`src/tlbPkg.sv`:
```
/*
  Shared SV32 field widths, TLB sizing and the enum types used across the
  data TLB. Modules import this package inside their bodies and use scoped
  names for port declarations.
*/

package tlbPkg;

  //////////////////////////////////////////////////////////////////////////
  // Sizing
  //////////////////////////////////////////////////////////////////////////

  // The TLB holds 2**ENTRY_BITS entries
  localparam int ENTRY_BITS  = 3;
  localparam int NUM_ENTRIES = 1 << ENTRY_BITS;

  //////////////////////////////////////////////////////////////////////////
  // SV32 address fields
  //////////////////////////////////////////////////////////////////////////

  // Virtual address is VPN1 (10) : VPN0 (10) : offset (12)
  localparam int VA_BITS      = 32;
  localparam int VPN_BITS     = 20;
  localparam int VPN_SEG_BITS = 10;
  localparam int OFFSET_BITS  = 12;

  // Physical address is PPN1 (12) : PPN0 (10) : offset (12)
  localparam int PA_BITS  = 34;
  localparam int PPN_BITS = 22;

  // Low byte of a PTE holds D A G U X W R V
  localparam int PERM_BITS = 8;

  //////////////////////////////////////////////////////////////////////////
  // Enumerations
  //////////////////////////////////////////////////////////////////////////

  // Current privilege of the hart, encoded as in the mstatus MPP field
  typedef enum logic [1:0] {
    privUser    = 2'b00,
    privSuper   = 2'b01,
    privMachine = 2'b11
  } privMode_t;

  // Bit 1 flags a read and bit 0 flags a write, both set for an AMO
  typedef enum logic [1:0] {
    accNone      = 2'b00,
    accWrite     = 2'b01,
    accRead      = 2'b10,
    accReadWrite = 2'b11
  } accessType_t;

  // A megapage covers 4 MiB and ignores VPN0 when matching
  typedef enum logic {
    pageKilo = 1'b0,
    pageMega = 1'b1
  } pageType_t;

endpackage

```
`src/tlbCam.sv`:
```
/*
  Tag store of the data TLB. Holds the virtual page number, page type and
  valid bit of every entry and compares all of them against the lookup VPN
  in the same cycle, reporting the lowest matching slot.
*/

`timescale 1ns/1ps

module tlbCam (
  input  logic                            clk,
  input  logic                            rstN,
  input  logic [tlbPkg::VPN_BITS-1:0]     vpn,
  input  logic                            tlbWrite,
  input  logic                            tlbFlush,
  input  logic [tlbPkg::ENTRY_BITS-1:0]   writeIndex,
  input  tlbPkg::pageType_t               pageTypeWrite,
  output logic                            camHit,
  output logic [tlbPkg::ENTRY_BITS-1:0]   hitIndex,
  output tlbPkg::pageType_t               hitPageType,
  output logic [tlbPkg::NUM_ENTRIES-1:0]  validVec
);

  import tlbPkg::*;

  // Stored tags, one per entry
  logic [VPN_BITS-1:0] vpnStore  [NUM_ENTRIES];
  pageType_t           typeStore [NUM_ENTRIES];

  // Per-entry compare results
  logic [NUM_ENTRIES-1:0] segOneMatch;
  logic [NUM_ENTRIES-1:0] segZeroMatch;
  logic [NUM_ENTRIES-1:0] matchVec;

  ////////////////////////////////////////////////////////////////////////////
  // Tag and valid storage
  ////////////////////////////////////////////////////////////////////////////

  // Tag fields are written together with the slot picked by the LRU
  always_ff @(posedge clk) begin
    if (tlbWrite) begin
      vpnStore[writeIndex]  <= vpn;
      typeStore[writeIndex] <= pageTypeWrite;
    end
  end

  // A flush on the same edge as a write wins, so the new entry is dropped
  always_ff @(posedge clk or negedge rstN) begin
    if (!rstN) begin
      validVec <= '0;
    end else if (tlbFlush) begin
      validVec <= '0;
    end else if (tlbWrite) begin
      validVec[writeIndex] <= 1'b1;
    end
  end

  ////////////////////////////////////////////////////////////////////////////
  // Parallel compare
  ////////////////////////////////////////////////////////////////////////////

  for (genvar i = 0; i < NUM_ENTRIES; i++) begin : gMatch
    // VPN1 always has to agree
    assign segOneMatch[i] =
      (vpnStore[i][VPN_BITS-1 -: VPN_SEG_BITS] == vpn[VPN_BITS-1 -: VPN_SEG_BITS]);
    // VPN0 is an offset into a megapage and only counts for kilopages
    assign segZeroMatch[i] = (typeStore[i] == pageMega) ||
      (vpnStore[i][VPN_SEG_BITS-1:0] == vpn[VPN_SEG_BITS-1:0]);
    assign matchVec[i] = validVec[i] && segOneMatch[i] && segZeroMatch[i];
  end

  // Walk from the top down so the lowest matching slot is the one kept
  always_comb begin
    hitIndex = '0;
    for (int i = NUM_ENTRIES - 1; i >= 0; i--) begin
      if (matchVec[i]) begin
        hitIndex = ENTRY_BITS'(i);
      end
    end
  end

  assign camHit      = |matchVec;
  assign hitPageType = typeStore[hitIndex];

endmodule

```
`src/tlbRam.sv`:
```
/*
  Data side of the TLB entries. Keeps the physical page number and the PTE
  flag byte of each slot, written from a raw SV32 PTE and read without a
  clock at the index reported by the tag store.
*/

`timescale 1ns/1ps

module tlbRam (
  input  logic                           clk,
  input  logic                           tlbWrite,
  input  logic [tlbPkg::ENTRY_BITS-1:0]  writeIndex,
  input  logic [31:0]                    pteWrite,
  input  logic [tlbPkg::ENTRY_BITS-1:0]  hitIndex,
  output logic [tlbPkg::PPN_BITS-1:0]    ppn,
  output logic [tlbPkg::PERM_BITS-1:0]   perm
);

  import tlbPkg::*;

  // SV32 PTE layout
  //   [31:20] PPN1, [19:10] PPN0, [9:8] RSW, [7:0] D A G U X W R V
  logic [PPN_BITS-1:0]  ppnStore  [NUM_ENTRIES];
  logic [PERM_BITS-1:0] permStore [NUM_ENTRIES];

  // Fields pulled out of the incoming PTE
  logic [PPN_BITS-1:0]  ptePpn;
  logic [PERM_BITS-1:0] ptePerm;

  // The RSW bits belong to software and are not kept
  assign ptePpn  = pteWrite[31 -: PPN_BITS];
  assign ptePerm = pteWrite[PERM_BITS-1:0];

  ////////////////////////////////////////////////////////////////////////////
  // Write port
  ////////////////////////////////////////////////////////////////////////////

  always_ff @(posedge clk) begin
    if (tlbWrite) begin
      ppnStore[writeIndex]  <= ptePpn;
      permStore[writeIndex] <= ptePerm;
    end
  end

  ////////////////////////////////////////////////////////////////////////////
  // Read port
  ////////////////////////////////////////////////////////////////////////////

  // Contents of a slot that did not hit are don't-care, the top level masks
  // them with the hit signal
  assign ppn  = ppnStore[hitIndex];
  assign perm = permStore[hitIndex];

endmodule

```
`src/tlbLru.sv`:
```
/*
  Replacement unit of the TLB. Keeps a binary tree pseudo-LRU over all
  entries, offers the lowest empty slot first and the tree victim once
  every slot is valid.
*/

`timescale 1ns/1ps

module tlbLru (
  input  logic                            clk,
  input  logic                            rstN,
  input  logic                            tlbHit,
  input  logic [tlbPkg::ENTRY_BITS-1:0]   hitIndex,
  input  logic                            tlbWrite,
  input  logic [tlbPkg::NUM_ENTRIES-1:0]  validVec,
  output logic [tlbPkg::ENTRY_BITS-1:0]   writeIndex
);

  import tlbPkg::*;

  // Node n has children 2n+1 and 2n+2, a set bit sends the victim right
  logic [NUM_ENTRIES-2:0] tree;
  logic [NUM_ENTRIES-2:0] treeNext;
  logic [ENTRY_BITS-1:0]  treeVictim;
  logic [ENTRY_BITS-1:0]  freeIndex;
  logic                   anyFree;

  // Steer every node on the path of idx toward the other half
  function automatic logic [NUM_ENTRIES-2:0] touchTree(
    input logic [NUM_ENTRIES-2:0] treeIn,
    input logic [ENTRY_BITS-1:0]  idx
  );
    logic [NUM_ENTRIES-2:0] treeOut;
    int                     node;
    treeOut = treeIn;
    node    = 0;
    for (int lvl = 0; lvl < ENTRY_BITS; lvl++) begin
      treeOut[node] = ~idx[ENTRY_BITS-1-lvl];
      node          = 2 * node + 1 + int'(idx[ENTRY_BITS-1-lvl]);
    end
    return treeOut;
  endfunction

  ////////////////////////////////////////////////////////////////////////////
  // Victim selection
  ////////////////////////////////////////////////////////////////////////////

  // Follow the tree bits from the root, one address bit per level
  always_comb begin
    int node;
    node       = 0;
    treeVictim = '0;
    for (int lvl = 0; lvl < ENTRY_BITS; lvl++) begin
      treeVictim[ENTRY_BITS-1-lvl] = tree[node];
      node = 2 * node + 1 + int'(tree[node]);
    end
  end

  // Lowest empty slot, found by scanning downward
  always_comb begin
    freeIndex = '0;
    for (int i = NUM_ENTRIES - 1; i >= 0; i--) begin
      if (!validVec[i]) begin
        freeIndex = ENTRY_BITS'(i);
      end
    end
  end

  assign anyFree    = ~&validVec;
  assign writeIndex = anyFree ? freeIndex : treeVictim;

  ////////////////////////////////////////////////////////////////////////////
  // Tree update
  ////////////////////////////////////////////////////////////////////////////

  // A hit and a write on the same edge both count, the write goes last
  always_comb begin
    treeNext = tree;
    if (tlbHit) begin
      treeNext = touchTree(treeNext, hitIndex);
    end
    if (tlbWrite) begin
      treeNext = touchTree(treeNext, writeIndex);
    end
  end

  always_ff @(posedge clk or negedge rstN) begin
    if (!rstN) begin
      tree <= '0;
    end else begin
      tree <= treeNext;
    end
  end

endmodule

```
`src/tlb.sv`:
```
/*
  SV32 data TLB for the memory unit. Decodes satp, looks the virtual page
  up in a single cycle, checks the access against the PTE flags and forms
  the 34-bit physical address. New entries arrive from a page-table walker.
*/

`timescale 1ns/1ps

module tlb (
  input  logic                          clk,
  input  logic                          rstN,

  // satp CSR and the status bits that affect permission checks
  input  logic [31:0]                   satp,
  input  logic                          statusMxr,
  input  logic                          statusSum,

  // Current privilege and the kind of access being made
  input  tlbPkg::privMode_t             privilegeMode,
  input  tlbPkg::accessType_t           accessType,

  // Address to translate
  input  logic [tlbPkg::VA_BITS-1:0]    virtualAddress,

  // Entry write from the walker
  input  logic [31:0]                   pteWrite,
  input  tlbPkg::pageType_t             pageTypeWrite,
  input  logic                          tlbWrite,

  // Drop every cached translation
  input  logic                          tlbFlush,

  output logic [tlbPkg::PA_BITS-1:0]    physicalAddress,
  output logic                          tlbHit,
  output logic                          tlbMiss,
  output logic                          pageFault
);

  import tlbPkg::*;

  // Lookup decode
  logic                   translate;
  logic                   readAccess;
  logic                   writeAccess;
  logic                   tlbAccess;
  logic [VPN_BITS-1:0]    vpn;
  logic [OFFSET_BITS-1:0] pageOffset;

  // Results from the tag store, data store and replacement unit
  logic                   camHit;
  logic [ENTRY_BITS-1:0]  hitIndex;
  pageType_t              hitPageType;
  logic [NUM_ENTRIES-1:0] validVec;
  logic [ENTRY_BITS-1:0]  writeIndex;
  logic [PPN_BITS-1:0]    ppn;
  logic [PERM_BITS-1:0]   perm;

  // Flag bits of the entry that hit
  logic pteU;
  logic pteX;
  logic pteW;
  logic pteR;

  // Fault terms
  logic improperPriv;
  logic invalidRead;
  logic invalidWrite;

  // Address assembly
  logic [PPN_BITS-1:0] ppnMixed;
  logic [PA_BITS-1:0]  translatedAddress;

  ////////////////////////////////////////////////////////////////////////////
  // Lookup decode
  ////////////////////////////////////////////////////////////////////////////

  // SV32 has a one-bit mode field at the top of satp
  // Machine mode never translates data accesses here
  assign translate = satp[31] && (privilegeMode != privMachine);

  assign readAccess  = accessType[1];
  assign writeAccess = accessType[0];
  assign tlbAccess   = readAccess || writeAccess;

  assign vpn        = virtualAddress[VA_BITS-1:OFFSET_BITS];
  assign pageOffset = virtualAddress[OFFSET_BITS-1:0];

  ////////////////////////////////////////////////////////////////////////////
  // Storage and replacement
  ////////////////////////////////////////////////////////////////////////////

  tlbCam uCam (
    .clk           (clk),
    .rstN          (rstN),
    .vpn           (vpn),
    .tlbWrite      (tlbWrite),
    .tlbFlush      (tlbFlush),
    .writeIndex    (writeIndex),
    .pageTypeWrite (pageTypeWrite),
    .camHit        (camHit),
    .hitIndex      (hitIndex),
    .hitPageType   (hitPageType),
    .validVec      (validVec)
  );

  tlbRam uRam (
    .clk        (clk),
    .tlbWrite   (tlbWrite),
    .writeIndex (writeIndex),
    .pteWrite   (pteWrite),
    .hitIndex   (hitIndex),
    .ppn        (ppn),
    .perm       (perm)
  );

  // Only real translated hits age the tree
  tlbLru uLru (
    .clk        (clk),
    .rstN       (rstN),
    .tlbHit     (tlbHit),
    .hitIndex   (hitIndex),
    .tlbWrite   (tlbWrite),
    .validVec   (validVec),
    .writeIndex (writeIndex)
  );

  ////////////////////////////////////////////////////////////////////////////
  // Hit and miss
  ////////////////////////////////////////////////////////////////////////////

  assign tlbHit = translate && tlbAccess && camHit;

  // The walker is not started while the table is being flushed
  assign tlbMiss = translate && tlbAccess && !camHit && !tlbFlush;

  ////////////////////////////////////////////////////////////////////////////
  // Permission checks
  ////////////////////////////////////////////////////////////////////////////

  assign pteU = perm[4];
  assign pteX = perm[3];
  assign pteW = perm[2];
  assign pteR = perm[1];

  // User code sees only U pages, supervisor reaches U pages only under SUM
  assign improperPriv = ((privilegeMode == privUser) && !pteU) ||
                        ((privilegeMode == privSuper) && pteU && !statusSum);

  // MXR lets loads read pages that are executable but not readable
  assign invalidRead = readAccess && !pteR && !(statusMxr && pteX);

  assign invalidWrite = writeAccess && !pteW;

  assign pageFault = tlbHit && (improperPriv || invalidRead || invalidWrite);

  ////////////////////////////////////////////////////////////////////////////
  // Physical address
  ////////////////////////////////////////////////////////////////////////////

  // In a megapage VPN0 passes through as part of the page offset
  assign ppnMixed = (hitPageType == pageMega) ?
                    {ppn[PPN_BITS-1:VPN_SEG_BITS], vpn[VPN_SEG_BITS-1:0]} :
                    ppn;

  // A translated miss yields zero so a stale address is never used
  assign translatedAddress = tlbHit ? {ppnMixed, pageOffset} : '0;

  assign physicalAddress = translate ? translatedAddress :
                           {{(PA_BITS - VA_BITS){1'b0}}, virtualAddress};

endmodule

```
`config.mk`:
```
export PLATFORM = sky130hd
export DESIGN_NAME = tlb
export DESIGN_NICKNAME = d
export VERILOG_FILES = /design/src/tlbPkg.sv /design/src/tlbCam.sv /design/src/tlbRam.sv /design/src/tlbLru.sv /design/src/tlb.sv
export SDC_FILE = /design/constraint.sdc
export NUM_CORES = 1
export LEC_CHECK = 0
export BUFFER_PORTS_ARGS = -buffer_cell sky130_fd_sc_hd__buf_4
export CORE_ASPECT_RATIO = 1.2
export CORE_MARGIN = 1.5
export CORE_UTILIZATION = 60
export CTS_BUF_LIST = sky130_fd_sc_hd__clkbuf_8 sky130_fd_sc_hd__clkbuf_16
export DETAILED_ROUTE_END_ITERATION = 6
export MAX_ROUTING_LAYER = met4
export PLACE_DENSITY = 0.8
export SETUP_SLACK_MARGIN = 0.5
export SLEW_MARGIN = 20
export SYNTH_ARGS = -nofsm -noshare
export SYNTH_HDL_FRONTEND = slang
export SYNTH_SLANG_ARGS = --single-unit
```
`constraint.sdc`:
```
create_clock -name clk -period 8.95 [get_ports clk]
set_clock_uncertainty 0.1 [all_clocks]
set_input_delay 1.79 -clock clk [delete_from_list [all_inputs] [get_ports clk]]
set_output_delay 1.79 -clock clk [all_outputs]
set_load 0.01 [all_outputs]
```
==> metrics <==
status finished, final reports clean; syn avg cell area 15.1 um2; row cnt 66; fin util 69.2%; # setup viols final 0; Core ar. 27300 um2; crit path max fanout 17; Worst slew margin 37.8%; IO buf count 106; top cells by count, synth edfxtp_1 (376), xnor2_1 (94), xor2_1 (66); warnings from Yosys 0; GRT Total Usage 26.5%; cell family with most CP delay simple AND/OR/NAND/NOR gates; critical path cell sequence buf_4 > xor2_1 > nor4_1 > a41oi_1 > o22ai_1 > nor3_1 > nand2_1 > nand2b_1 > nand2_1 > o21a_1 > a22o_1 > buf_4; R2R Path End uLru.tree[1]$_DFF_PN0_; CTS max path bufs 3; Reg clk slew, reported paths 0.06 ns; Hold Path Depth 2; CP max stage delay 0.63 ns; WL/cell 22.8 um; maxcap violations 0; HP Class flop to flop; Inst Count DP 1516; leading area contributor after synthesis edfxtp_1; Achievable Freq 0.128 GHz; WP buf/inv 2; vias in the first global route 9900; Power Density 195 nW/um2; IO Count 144; total power 3.67 mW; share of the synthesized area in the top cell type 67.6%; # nets final 1331; DP HPWL 22300 um; Finished Layout Cells 1578; Crit Path Class primary input to output pin; top post-synthesis cells by area edfxtp_1 (68%), xnor2_1 (4.9%), xor2_1 (3.5%); cell area after synthesis 16700 um2; critical path launch point type primary input; # resized after CTS 0; Starting DRT DRC Count 832; hold path endpoint uLru.tree[5]$_DFF_PN0_; Post-CTS Setup Repair Bufs 0; TNS Setup 0 ns; Post-synth EDFFs 376; Netlist cell types 53; Worst-Margin Slew 0.933 ns; hold wc startpoint uLru.tree[5]$_DFF_PN0_; largest net degree at the start of global routing 49; total CTS buffers 36; vias 9693; H-tree depth 2; slowest library cell on the worst path nand2b_1; # DRC 0; sequential area share after synthesis 69.9%; CP Capture Type output pin; Post-CTS Hold Buffers 0; Clock Tree Root clkbuf_16; Initial Util 61.3%; RD Place Congestion 0.905; WL final 35900 um; Avg Vias per Cell 6.14; RSZ-0062 raised after global routing no; Die X 155 um; first-pass GRT wire length 55100 um; R2R Setup Slk 4.62 ns; layout cells sized above 1 17.7%; CP Data Arrival Time 5.95 ns; crit path time final 7.84 ns; r2r startpoint uCam.vpnStore[3][3]$_DFFE_PP_; CTS tree built; Post-synth ARST share 3.84%; area delta synth->final 12.9%; most common cell in the synthesized netlist edfxtp_1; initial antenna violation count 1; Syn Inst Count 1109; Mapped Nets 1226; fillcell total 1798; die area 28800 um2; post-route ant nets 0; commonest register cell after synthesis edfxtp_1; fin crit share 87.6%; GRT Residual Overflow 0; Worst IR Drop VDD 0.000189 V; register bit count reported by yosys 391; max-slew violation count 0; worst-skew pair later-pin latency 0.51 ns; LEAKAGE 6.63 nW; depth of the most critical reg-to-reg path 13; router iterations before antenna repair 6; final hold vios 0; Clock Sinks 391; Die Height 186 um; Worst EP required 7.06 ns
power by group:
group / internal [mW] / switching [mW] / leakage (nW)
Sequential: 2.04 / 0.0141 / 3.61
Combinational: 0.0881 / 0.126 / 2.46
Clock: 0.788 / 0.610 / 0.566
Total: 2.92 / 0.750 / 6.63
cells by family (layout without fill, tap and decap cells):
family	after synthesis	after routing	share of synthesized area [%]
flops	391	391	69.9
simple gates	264	264	7.85
xor+xnor	160	160	8.39
compound gates	137	137	5.70
mux	86	86	5.45
buf+inv	61	188	2.01
fa+ha+maj	10	10	0.749
other cells	0	2	0
stage by stage:
step	setup slack, ns	area (um2)	hold slack (ns)
3_5_place_dp	1.20	17800	0.483
5_1_grt	0.860	18800	0.534
3_3_place_gp	1.33	17800	0.470
6_report	1.11	18800	0.488
4_1_cts	1.20	18800	0.495
2_1_floorplan	2.44	16700	0.405
worst max path at each step:
stage / from / to / slack (ns) / cells after the start
after CTS: virtualAddress[19] / physicalAddress[15] / 1.20 / 12
after global routing: virtualAddress[20] / physicalAddress[15] / 0.86 / 12
final: virtualAddress[20] / physicalAddress[19] / 1.11 / 12
after detailed placement: virtualAddress[20] / physicalAddress[15] / 1.20 / 12
after floorplan: virtualAddress[14] / physicalAddress[12] / 2.44 / 12
after global placement: virtualAddress[20] / physicalAddress[15] / 1.33 / 12
worst reg2reg max path: stages (launching register included):
cell	delay, ns
edfxtp_1	0.38
xor2_1	0.15
nor4_1	0.33
a41oi_1	0.37
o22ai_1	0.68
o21a_1	0.83
inv_1	0.36
ha_1	0.36
nand2_1	0.09
nor2_1	0.06
mux2i_1	0.19
o22ai_1	0.10
a21oi_1	0.15
a21oi_1	0.05
final cells by class:
cell class | instances | area (um2) | share of cell area (%)
inverters | 8 | 30.0 | 0.159
well taps | 340 | 425 | 2.26
repair buffers | 120 | 901 | 4.78
clock buffers | 39 | 953 | 5.06
diodes | 2 | 5.00 | 0.0266
flip-flops and latches | 391 | 11700 | 61.9
clock inverters | 21 | 108 | 0.571
multi-input cells | 657 | 4760 | 25.3
registers in the layout, indices dropped and copies added (netlist names):
name            flops
uLru.tree           7
uRam.permStore     32
uCam.typeStore      8
uRam.ppnStore     176
uCam.validVec       8
uCam.vpnStore     160
metal layers:
layer	share of wire [%]	track usage, %
met5	0	-
met4	2.6	9.30
met3	7.1	3.35
met2	52	46.2
met1	38	32.1
cell usage in the layout, fill, tap and decap left out, types with 14 or more instances in the layout:
cell type  instances
a21oi_1           22
a22o_1            14
and2_1            17
buf_4            120
clkbuf_16         37
dfrtp_1           15
edfxtp_1         376
inv_1             19
mux2_2            39
mux2i_1           47
nand2_1           63
nand3_1           17
nand4_1           35
nor2_1            61
nor3_1            16
nor4_1            23
o21ai_0           20
o22ai_1           32
xnor2_1           94
xor2_1            66
Power figures use the tool's default switching activity.
